## src/include/cc_update_defs.svh

```systemverilog
// widths are fixed for the whole unit; the FIFO almost-full level must leave room for about six records still in flight
`ifndef CC_UPDATE_DEFS_SVH
`define CC_UPDATE_DEFS_SVH

////////////////////////////////////////
// graph widths
////////////////////////////////////////

// vertex index, component value and finished-vertex count
`define CC_VERTEX_BITS 32

// edge counts and out-degree
`define CC_EDGE_BITS 32

// one identity coordinate
`define CC_ID_BITS 8

////////////////////////////////////////
// pending write queue
////////////////////////////////////////

`define CC_WRITE_FIFO_DEPTH 16
`define CC_WRITE_FIFO_ALFULL 8

`endif

```

## src/source/bus_pkg.sv

```systemverilog
// bus-side records only; the opcode encoding must match the downstream write buffer
`default_nettype none

`include "cc_update_defs.svh"

package bus_pkg;

	typedef struct packed {
		logic full;
		logic alfull;
		logic empty;
		logic valid;
	} buffer_status;

	// x in the upper half when packed
	typedef struct packed {
		logic [`CC_ID_BITS-1:0] x;
		logic [`CC_ID_BITS-1:0] y;
	} cu_identity;

	typedef struct packed {
		logic       valid;
		cu_identity identity;
	} write_response;

	typedef enum logic [1:0] {
		cmd_none            = 2'd0,
		cmd_write_component = 2'd1
	} write_opcode;

	typedef struct packed {
		write_opcode                opcode;
		logic [`CC_VERTEX_BITS-1:0] index;
		cu_identity                 identity;
		logic [`CC_VERTEX_BITS-1:0] data;
	} write_payload;

	typedef struct packed {
		logic         valid;
		write_payload payload;
	} write_command;

endpackage

`default_nettype wire

```

## src/source/graph_pkg.sv

```systemverilog
// graph-side records only; every valid bit is a single-cycle-qualified level from the edge reader
`default_nettype none

`include "cc_update_defs.svh"

package graph_pkg;

	// current vertex under update
	typedef struct packed {
		logic [`CC_VERTEX_BITS-1:0] id;
		logic [`CC_EDGE_BITS-1:0]   out_degree;
	} vertex_payload;

	typedef struct packed {
		logic          valid;
		vertex_payload payload;
	} vertex_job;

	// one edge of the connected-components pass
	typedef struct packed {
		logic [`CC_VERTEX_BITS-1:0] comp_high;
		logic [`CC_VERTEX_BITS-1:0] comp_comp_high;
		logic [`CC_VERTEX_BITS-1:0] comp_low;
	} edge_payload;

	typedef struct packed {
		logic        valid;
		edge_payload payload;
	} edge_record;

endpackage

`default_nettype wire

```

## src/source/cu_update_config.sv

```systemverilog
// two write-only registers: address 0 bit 0 is enable, address 1 is the identity {x, y}; no readback
`timescale 1ns/1ps
`default_nettype none

`include "cc_update_defs.svh"

module cu_update_config (
	input  logic                       clock,
	input  logic                       rstn,
	input  logic                       cfg_write,
	input  logic                       cfg_addr,
	input  logic [2*`CC_ID_BITS-1:0]   cfg_data,
	output logic                       enabled,
	output bus_pkg::cu_identity        identity
);

	////////////////////////////////////////
	// host register decode
	////////////////////////////////////////

	always_ff @(posedge clock or negedge rstn) begin
		if (!rstn) begin
			enabled  <= 1'b0;
			identity <= '0;
		end else if (cfg_write) begin
			if (cfg_addr == 1'b0) begin
				enabled <= cfg_data[0];
			end else begin
				// upper byte is x, lower byte is y
				identity <= bus_pkg::cu_identity'(cfg_data);
			end
		end
	end

endmodule

`default_nettype wire

```

## src/source/cu_update_top.sv

```systemverilog
// one compute unit; identity and enable come only from the host port, nothing is read back
`timescale 1ns/1ps
`default_nettype none

`include "cc_update_defs.svh"

module cu_update_top (
	input  logic                        clock,
	input  logic                        rstn,
	input  logic                        cfg_write,
	input  logic                        cfg_addr,
	input  logic [2*`CC_ID_BITS-1:0]    cfg_data,
	input  graph_pkg::vertex_job        vertex_job,
	input  graph_pkg::edge_record       edge_in,
	output logic                        edge_request,
	input  bus_pkg::buffer_status       data_status,
	input  bus_pkg::buffer_status       write_status,
	input  bus_pkg::write_response      write_resp,
	input  logic [`CC_EDGE_BITS-1:0]    continue_accum,
	output logic                        bus_request,
	input  logic                        bus_grant,
	output bus_pkg::write_command       write_out,
	output logic [`CC_VERTEX_BITS-1:0]  finished_vertices,
	output logic [`CC_EDGE_BITS-1:0]    write_count,
	output logic [`CC_EDGE_BITS-1:0]    edge_progress
);

	logic                enabled;
	bus_pkg::cu_identity identity;

	// host registers
	cu_update_config config_i (
		.clock    (clock),
		.rstn     (rstn),
		.cfg_write(cfg_write),
		.cfg_addr (cfg_addr),
		.cfg_data (cfg_data),
		.enabled  (enabled),
		.identity (identity)
	);

	// update datapath
	update_kernel_control kernel_i (
		.clock            (clock),
		.rstn             (rstn),
		.enabled_in       (enabled),
		.identity         (identity),
		.vertex_job       (vertex_job),
		.edge_in          (edge_in),
		.data_status      (data_status),
		.write_status     (write_status),
		.write_resp       (write_resp),
		.continue_accum   (continue_accum),
		.edge_request     (edge_request),
		.bus_request      (bus_request),
		.bus_grant        (bus_grant),
		.write_out        (write_out),
		.finished_vertices(finished_vertices),
		.write_count      (write_count),
		.edge_progress    (edge_progress)
	);

endmodule

`default_nettype wire

```

## src/source/sync_fifo.sv

```systemverilog
// push while full and pop while empty are dropped; almost full level comes from the defines header
`timescale 1ns/1ps
`default_nettype none

`include "cc_update_defs.svh"

module sync_fifo #(
	parameter int WIDTH = 8,
	parameter int DEPTH = 16
) (
	input  logic             clock,
	input  logic             rstn,
	input  logic             push,
	input  logic [WIDTH-1:0] data_in,
	output logic             full,
	output logic             alfull,
	input  logic             pop,
	output logic [WIDTH-1:0] data_out,
	output logic             valid,
	output logic             empty
);

	localparam int PTR_BITS = (DEPTH > 1) ? $clog2(DEPTH) : 1;
	localparam int CNT_BITS = $clog2(DEPTH + 1);

	logic [WIDTH-1:0]    mem [DEPTH];
	logic [PTR_BITS-1:0] wr_ptr;
	logic [PTR_BITS-1:0] rd_ptr;
	logic [CNT_BITS-1:0] count;
	logic                do_push;
	logic                do_pop;

	assign do_push = push && !full;
	assign do_pop  = pop && !empty;
	assign full    = (count == CNT_BITS'(DEPTH));
	assign alfull  = (count >= CNT_BITS'(`CC_WRITE_FIFO_ALFULL));
	assign empty   = (count == '0);

	// pointers and occupancy
	always_ff @(posedge clock or negedge rstn) begin
		if (!rstn) begin
			wr_ptr <= '0;
			rd_ptr <= '0;
			count  <= '0;
			valid  <= 1'b0;
		end else begin
			valid <= do_pop;
			if (do_push) begin
				wr_ptr <= (wr_ptr == PTR_BITS'(DEPTH - 1)) ? '0 : wr_ptr + 1'b1;
			end
			if (do_pop) begin
				rd_ptr <= (rd_ptr == PTR_BITS'(DEPTH - 1)) ? '0 : rd_ptr + 1'b1;
			end
			case ({do_push, do_pop})
				2'b10:   count <= count + 1'b1;
				2'b01:   count <= count - 1'b1;
				default: count <= count;
			endcase
		end
	end

	// storage and registered read port
	always_ff @(posedge clock) begin
		if (do_push) begin
			mem[wr_ptr] <= data_in;
		end
		if (do_pop) begin
			data_out <= mem[rd_ptr];
		end
	end

endmodule

`default_nettype wire

```

## src/source/update_kernel_control.sv

```systemverilog
// edge source must honour edge_request; out_degree of zero is not supported and closes the vertex every cycle
`timescale 1ns/1ps
`default_nettype none

`include "cc_update_defs.svh"

module update_kernel_control (
	input  logic                        clock,
	input  logic                        rstn,
	input  logic                        enabled_in,
	input  bus_pkg::cu_identity         identity,
	input  graph_pkg::vertex_job        vertex_job,
	input  graph_pkg::edge_record       edge_in,
	input  bus_pkg::buffer_status       data_status,
	input  bus_pkg::buffer_status       write_status,
	input  bus_pkg::write_response      write_resp,
	input  logic [`CC_EDGE_BITS-1:0]    continue_accum,
	output logic                        edge_request,
	output logic                        bus_request,
	input  logic                        bus_grant,
	output bus_pkg::write_command       write_out,
	output logic [`CC_VERTEX_BITS-1:0]  finished_vertices,
	output logic [`CC_EDGE_BITS-1:0]    write_count,
	output logic [`CC_EDGE_BITS-1:0]    edge_progress
);

	logic                     rstn_int;
	logic                     enabled;
	bus_pkg::cu_identity      identity_latched;
	logic                     vertex_valid_latched;
	graph_pkg::vertex_payload vertex_latched;
	logic                     edge_valid_latched;
	graph_pkg::edge_payload   edge_latched;
	bus_pkg::buffer_status    data_status_latched;
	bus_pkg::buffer_status    write_status_latched;
	logic                     resp_valid_latched;
	logic [`CC_EDGE_BITS-1:0] continue_latched;

	logic                  edge_test;
	logic                  comp_equal;
	logic                  cmd_valid;
	bus_pkg::write_payload cmd;
	logic                  push_valid;
	bus_pkg::write_payload push_cmd;

	logic [`CC_EDGE_BITS-1:0] resp_count;
	logic [`CC_EDGE_BITS-1:0] skip_count;
	logic                     vertex_done;

	logic                  grant_latched;
	logic                  fifo_pop;
	bus_pkg::buffer_status fifo_status;
	bus_pkg::write_payload fifo_data;

	////////////////////////////////////////
	// reset, enable and input latches
	////////////////////////////////////////

	always_ff @(posedge clock or negedge rstn) begin
		if (!rstn) begin
			rstn_int <= 1'b0;
		end else begin
			rstn_int <= 1'b1;
		end
	end

	always_ff @(posedge clock or negedge rstn_int) begin
		if (!rstn_int) begin
			enabled                    <= 1'b0;
			identity_latched           <= '0;
			vertex_valid_latched       <= 1'b0;
			edge_valid_latched         <= 1'b0;
			data_status_latched        <= '0;
			data_status_latched.empty  <= 1'b1;
			write_status_latched       <= '0;
			write_status_latched.empty <= 1'b1;
			resp_valid_latched         <= 1'b0;
			continue_latched           <= '0;
		end else begin
			enabled <= enabled_in;
			if (enabled) begin
				identity_latched     <= identity;
				vertex_valid_latched <= vertex_job.valid;
				edge_valid_latched   <= edge_in.valid;
				data_status_latched  <= data_status;
				write_status_latched <= write_status;
				resp_valid_latched   <= write_resp.valid;
				continue_latched     <= continue_accum;
			end
		end
	end

	always_ff @(posedge clock) begin
		vertex_latched <= vertex_job.payload;
		edge_latched   <= edge_in.payload;
	end

	////////////////////////////////////////
	// component match test
	////////////////////////////////////////

	// write comp_low at comp_high only when comp_high still owns itself
	assign edge_test  = enabled && vertex_valid_latched && edge_valid_latched;
	assign comp_equal = (edge_latched.comp_high == edge_latched.comp_comp_high);

	always_ff @(posedge clock or negedge rstn_int) begin
		if (!rstn_int) begin
			cmd_valid  <= 1'b0;
			push_valid <= 1'b0;
		end else begin
			cmd_valid  <= edge_test && comp_equal;
			push_valid <= enabled && cmd_valid;
		end
	end

	always_ff @(posedge clock) begin
		if (edge_test) begin
			cmd.opcode   <= comp_equal ? bus_pkg::cmd_write_component : bus_pkg::cmd_none;
			cmd.index    <= edge_latched.comp_high;
			cmd.identity <= identity_latched;
			cmd.data     <= edge_latched.comp_low;
		end
		push_cmd <= cmd;
	end

	////////////////////////////////////////
	// per-vertex progress
	////////////////////////////////////////

	assign vertex_done = vertex_valid_latched && (edge_progress == vertex_latched.out_degree);

	always_ff @(posedge clock or negedge rstn_int) begin
		if (!rstn_int) begin
			resp_count        <= '0;
			skip_count        <= '0;
			edge_progress     <= '0;
			write_count       <= '0;
			finished_vertices <= '0;
		end else if (enabled) begin
			if (resp_valid_latched) begin
				write_count <= write_count + 1'b1;
			end
			if (vertex_done) begin
				finished_vertices <= finished_vertices + 1'b1;
				edge_progress     <= '0;
				// events of this cycle already belong to the next vertex
				resp_count <= {{(`CC_EDGE_BITS-1){1'b0}}, resp_valid_latched};
				skip_count <= {{(`CC_EDGE_BITS-1){1'b0}}, edge_test && !comp_equal};
			end else begin
				edge_progress <= resp_count + skip_count + continue_latched;
				resp_count    <= resp_count + resp_valid_latched;
				skip_count    <= skip_count + (edge_test && !comp_equal);
			end
		end
	end

	////////////////////////////////////////
	// write queue and bus side
	////////////////////////////////////////

	always_ff @(posedge clock or negedge rstn_int) begin
		if (!rstn_int) begin
			grant_latched <= 1'b0;
			bus_request   <= 1'b0;
			edge_request  <= 1'b0;
		end else if (enabled) begin
			grant_latched <= bus_grant && !write_status_latched.alfull;
			bus_request   <= !fifo_status.empty && !write_status_latched.alfull;
			edge_request  <= !data_status_latched.empty && !fifo_status.alfull;
		end else begin
			grant_latched <= 1'b0;
			bus_request   <= 1'b0;
			edge_request  <= 1'b0;
		end
	end

	// recheck back-pressure on the cycle the pop happens
	assign fifo_pop = grant_latched && !write_status_latched.alfull;

	sync_fifo #(
		.WIDTH($bits(bus_pkg::write_payload)),
		.DEPTH(`CC_WRITE_FIFO_DEPTH)
	) write_fifo_i (
		.clock   (clock),
		.rstn    (rstn_int),
		.push    (push_valid),
		.data_in (push_cmd),
		.full    (fifo_status.full),
		.alfull  (fifo_status.alfull),
		.pop     (fifo_pop),
		.data_out(fifo_data),
		.valid   (fifo_status.valid),
		.empty   (fifo_status.empty)
	);

	// fifo read port is already registered, two cycles after the grant
	assign write_out = '{valid: fifo_status.valid, payload: fifo_data};

endmodule

`default_nettype wire

```

## config.mk

```make
export PLATFORM = sky130hd
export DESIGN_NAME = cu_update_top
export DESIGN_NICKNAME = d
export VERILOG_FILES = /design/src/source/bus_pkg.sv /design/src/source/graph_pkg.sv /design/src/source/cu_update_config.sv /design/src/source/cu_update_top.sv /design/src/source/sync_fifo.sv /design/src/source/update_kernel_control.sv
export VERILOG_INCLUDE_DIRS = /design/src /design/src/include
export SDC_FILE = /design/constraint.sdc
export NUM_CORES = 2
export LEC_CHECK = 0
export BUFFER_PORTS_ARGS = -buffer_cell sky130_fd_sc_hd__buf_2
export CORE_MARGIN = 1.5
export CORE_UTILIZATION = 55
export DETAILED_ROUTE_END_ITERATION = 7
export PLACE_DENSITY_LB_ADDON = 0.12
export REMOVE_ABC_BUFFERS = 1
export SLEW_MARGIN = 0
export SYNTH_ARGS = -nofsm -noshare
export SYNTH_HDL_FRONTEND = slang
export SYNTH_SLANG_ARGS = --single-unit
```

## constraint.sdc

```tcl
create_clock -name clock -period 9.05 [get_ports clock]
set_input_delay 1.3575 -clock clock [delete_from_list [all_inputs] [get_ports clock]]
set_output_delay 1.3575 -clock clock [all_outputs]
set_load 0.005 [all_outputs]
```

==> reports/qor.csv <==
metric,value,unit
maxcap violations,0,
DIE AREA,132000,sq um
nets,4262,
layout cells sized above 1,30.7,%
"slowest stage cell, crit path",nor4_1,
Worst Setup EP,kernel_i.skip_count[26]$_DFFE_PN0P_,
multi-input combinational cell area,16400,sq um
first-pass GRT wire length,230000,um
DIE HEIGHT,363,um
Yosys warning total,0,
sequential area share after synthesis,76.0,%
"critical path fanouts, max",10,
RSZ-0062 raised after global routing,false,
Power per Cell Area,271,nW/um^2
fin. max-slew vios,0,
drt total wl,155000,um
filler cell count in the final layout,8880,
Sink Count,1918,
CTS buffer count,189,
1st-pass router iterations,5,
prevailing post-synth register cell,edfxtp_1,
gr usage total,24.1,%
IO Pins,421,
Hold Buf Count CTS,0,
Mapped Avg Cell Area,20.6,sq um
total number of vias,34200,
GP Congestion,0.830,
dpl hpwl,85500,um
antenna-violating nets left,0,
largest net degree at the start of global routing,145,
Fin. Hold Viols,0,
outcome,"finished, final reports clean",
leakage,28.6,nW
Power Total,22.1,mW
class of the worst hold path,reg -> async,
# rows,131,
Post-synth EDFFs,1458,
Crit path required time,9.71,ns
async set or reset register ratio after synthesis,13.1,%
minimum clock period,4.13,ns
Initial DRC Count,3123,
FF+latch area,54300,sq um
initial antenna violation count,16,
clock buffer depth,3,
Non-Filler Instances,5848,
Die Wd,363,um
synth unique cells,73,
Initial Util,55.7,%
crit-path cells,xor2_1 > nor4_1 > nand4_1 > nor2_1 > buf_4 > nor2b_1 > ha_1 > ha_1 > nand3_1 > nor2_1 > and2_1 > nand3_1 > nor2_1 > nand2_1 > xor2_1 > nor2_1,
Slew HR,26.2,%
r2r endpoint,kernel_i.skip_count[26]$_DFFE_PN0P_,
Worst setup EP type,register,
Critical Path Start Type,register,
vias per cell,5.85,
Syn Std Cell Area,71400,sq um
Synth-to-Final Area Change,14.6,%
core area,128000,sq um
post_cts resized,0,
worst skew pair latency,0.80,ns
critical path arrival,4.79,ns
RR Startpoint,kernel_i.edge_latched[84]$_DFF_P_,
pin slew with the least headroom to its limit,1.11,ns
post-synthesis register bit count,1918,
placed instance count,5482,
worst r2r path cells,16,
crit path launch,kernel_i.edge_latched[84]$_DFF_P_,
Final period util,45.6,%
Final Setup Violations,0,
CP Class,reg -> reg,
DRC Markers,0,
r2r setup slk,4.92,ns
CP most frequent cell,nor2_1,
number of global-route vias before repair,35439,
clock-pin slew on the worst setup and hold paths,0.06,ns
port bufs,365,
max incr delay on CP,0.90,ns
GRT Residual Overflow,0,
postcts setup bufs,0,
CTS tree,yes,
# H-tree levels,4,
Clock Tree Root,clkbuf_16,
VDD IR max,0.287,mV
hold slack final,0.295,ns
Peak Freq,242,MHz
Mapped Cells,3465,
worst clock skew,0.0240,ns
post-DR wirelength/cell,26.6,um
-- critical path: cells and delay by family, from the launching register on --
family,cells,cell delay (ns)
buffers and inverters,1,0.19
XOR/XNOR,2,0.29
flip-flops,1,0.56
adder cells (fa/ha/maj),2,0.41
AND/OR/NAND/NOR,11,2.52
-- registers in the layout, summed over array words and instances, names as in the netlist, 5 cells and up --
signal	flops
kernel_i.write_fifo_i.mem	1296
kernel_i.edge_latched	96
kernel_i.cmd	81
kernel_i.push_cmd	81
kernel_i.write_fifo_i.data_out	81
kernel_i.continue_latched	32
kernel_i.edge_progress	32
kernel_i.finished_vertices	32
kernel_i.resp_count	32
kernel_i.skip_count	32
kernel_i.vertex_latched	32
kernel_i.write_count	32
config_i.identity	16
kernel_i.identity_latched	16
kernel_i.write_fifo_i.count	5
-- logic make-up after synthesis --
group	synth area share, %
AO/OA/AOI/OAI	1.49
AND/OR/NAND/NOR	3.07
buffers and inverters	1.10
flip-flops	76.0
multiplexers	14.0
adder cells (fa/ha/maj)	1.71
other	0.0105
XOR/XNOR	2.58
-- synthesized netlist by cell type (5+ instances only) --
cell type	n	share of area, %
o21ai_0	38	0.27
nor2b_1	12	0.11
and3_1	31	0.27
nand2_1	107	0.56
dfrtp_1	250	8.8
ha_1	45	0.79
nand2b_1	7	0.061
nand3_1	45	0.32
buf_4	11	0.12
nor3_1	12	0.084
xor2_1	93	1.1
dfxtp_1	209	5.9
a21o_1	16	0.17
mux4_2	405	13
nand3_2	9	0.13
clkbuf_1	63	0.33
a21oi_1	52	0.36
mux2_2	76	1.2
buf_2	41	0.29
nor2_1	98	0.52
or3_1	11	0.096
xnor2_1	115	1.4
fa_1	33	0.93
and4_1	6	0.074
o22ai_1	25	0.22
nand4_1	41	0.36
buf_1	19	0.10
edfxtp_1	1458	61
nor3_2	5	0.070
inv_1	47	0.25
nor4_1	13	0.11
-- layer usage --
metal  routed length (um)  vias to the layer above  global-route usage (%)
li1                     -                    14770                       -
met1                64300                    18005                    34.1
met2                75300                     1190                    38.3
met3                12500                      221                    5.50
met4                 3100                       14                    6.06
met5                   88                        -                       0
-- cell type report --
class	instances	area share [%]
flip-flops and latches	1918	66.4
multi-input cells	1365	20.1
clock buffers	268	6.63
repair buffers	423	2.83
well taps	1729	2.65
clock inverters	92	1.15
inverters	47	0.216
diodes	6	0.0184
-- where the power goes --
group	internal (mW)	switching (mW)
Sequential	9.94	0.507
Clock	4.61	3.26
Combinational	2.11	1.70
-- cell usage in the layout, fill, tap and decap left out, types with 41 or more instances in the layout --
cell type | synthesis | routed
a21oi_1 | 52 | 52
buf_2 | 41 | 365
buf_4 | 11 | 54
clkbuf_1 | 63 | 45
clkbuf_16 | 0 | 194
dfrtp_1 | 250 | 244
dfxtp_1 | 209 | 209
edfxtp_1 | 1458 | 1458
ha_1 | 45 | 45
inv_1 | 47 | 47
mux2_2 | 76 | 76
mux4_2 | 405 | 405
nand2_1 | 107 | 107
nand3_1 | 45 | 45
nand4_1 | 41 | 41
nor2_1 | 98 | 86
xnor2_1 | 115 | 115
xor2_1 | 93 | 93
-- per-stage QoR --
stage               util, %  instance area, sq um  TNS, ns  worst slack (ns)
floorplan                 -                 70700  -394.81             -5.01
global placement       58.8                 75400        0              4.90
detailed placement     58.8                 75400        0              4.90
CTS                    63.8                 81700        0              4.88
global route           63.8                 81700        0              4.44
finish                 63.8                 81700        0              4.92
-- how the worst min path moves through the flow --
stage                                start                                       end  slack (ns)
2_1_floorplan    kernel_i.cmd[0]$_DFFE_PP_              kernel_i.push_cmd[0]$_DFF_P_        0.32
3_3_place_gp   kernel_i.rstn_int$_DFF_PN0_  kernel_i.identity_latched[3]$_DFFE_PN0P_        0.32
3_5_place_dp   kernel_i.rstn_int$_DFF_PN0_  kernel_i.identity_latched[3]$_DFFE_PN0P_        0.31
4_1_cts        kernel_i.rstn_int$_DFF_PN0_  kernel_i.identity_latched[3]$_DFFE_PN0P_        0.32
5_1_grt        kernel_i.rstn_int$_DFF_PN0_       kernel_i.resp_count[31]$_DFFE_PN0P_        0.34
6_report       kernel_i.rstn_int$_DFF_PN0_       kernel_i.resp_count[31]$_DFFE_PN0P_        0.29
Note: power is estimated with default switching activity, not from simulation.
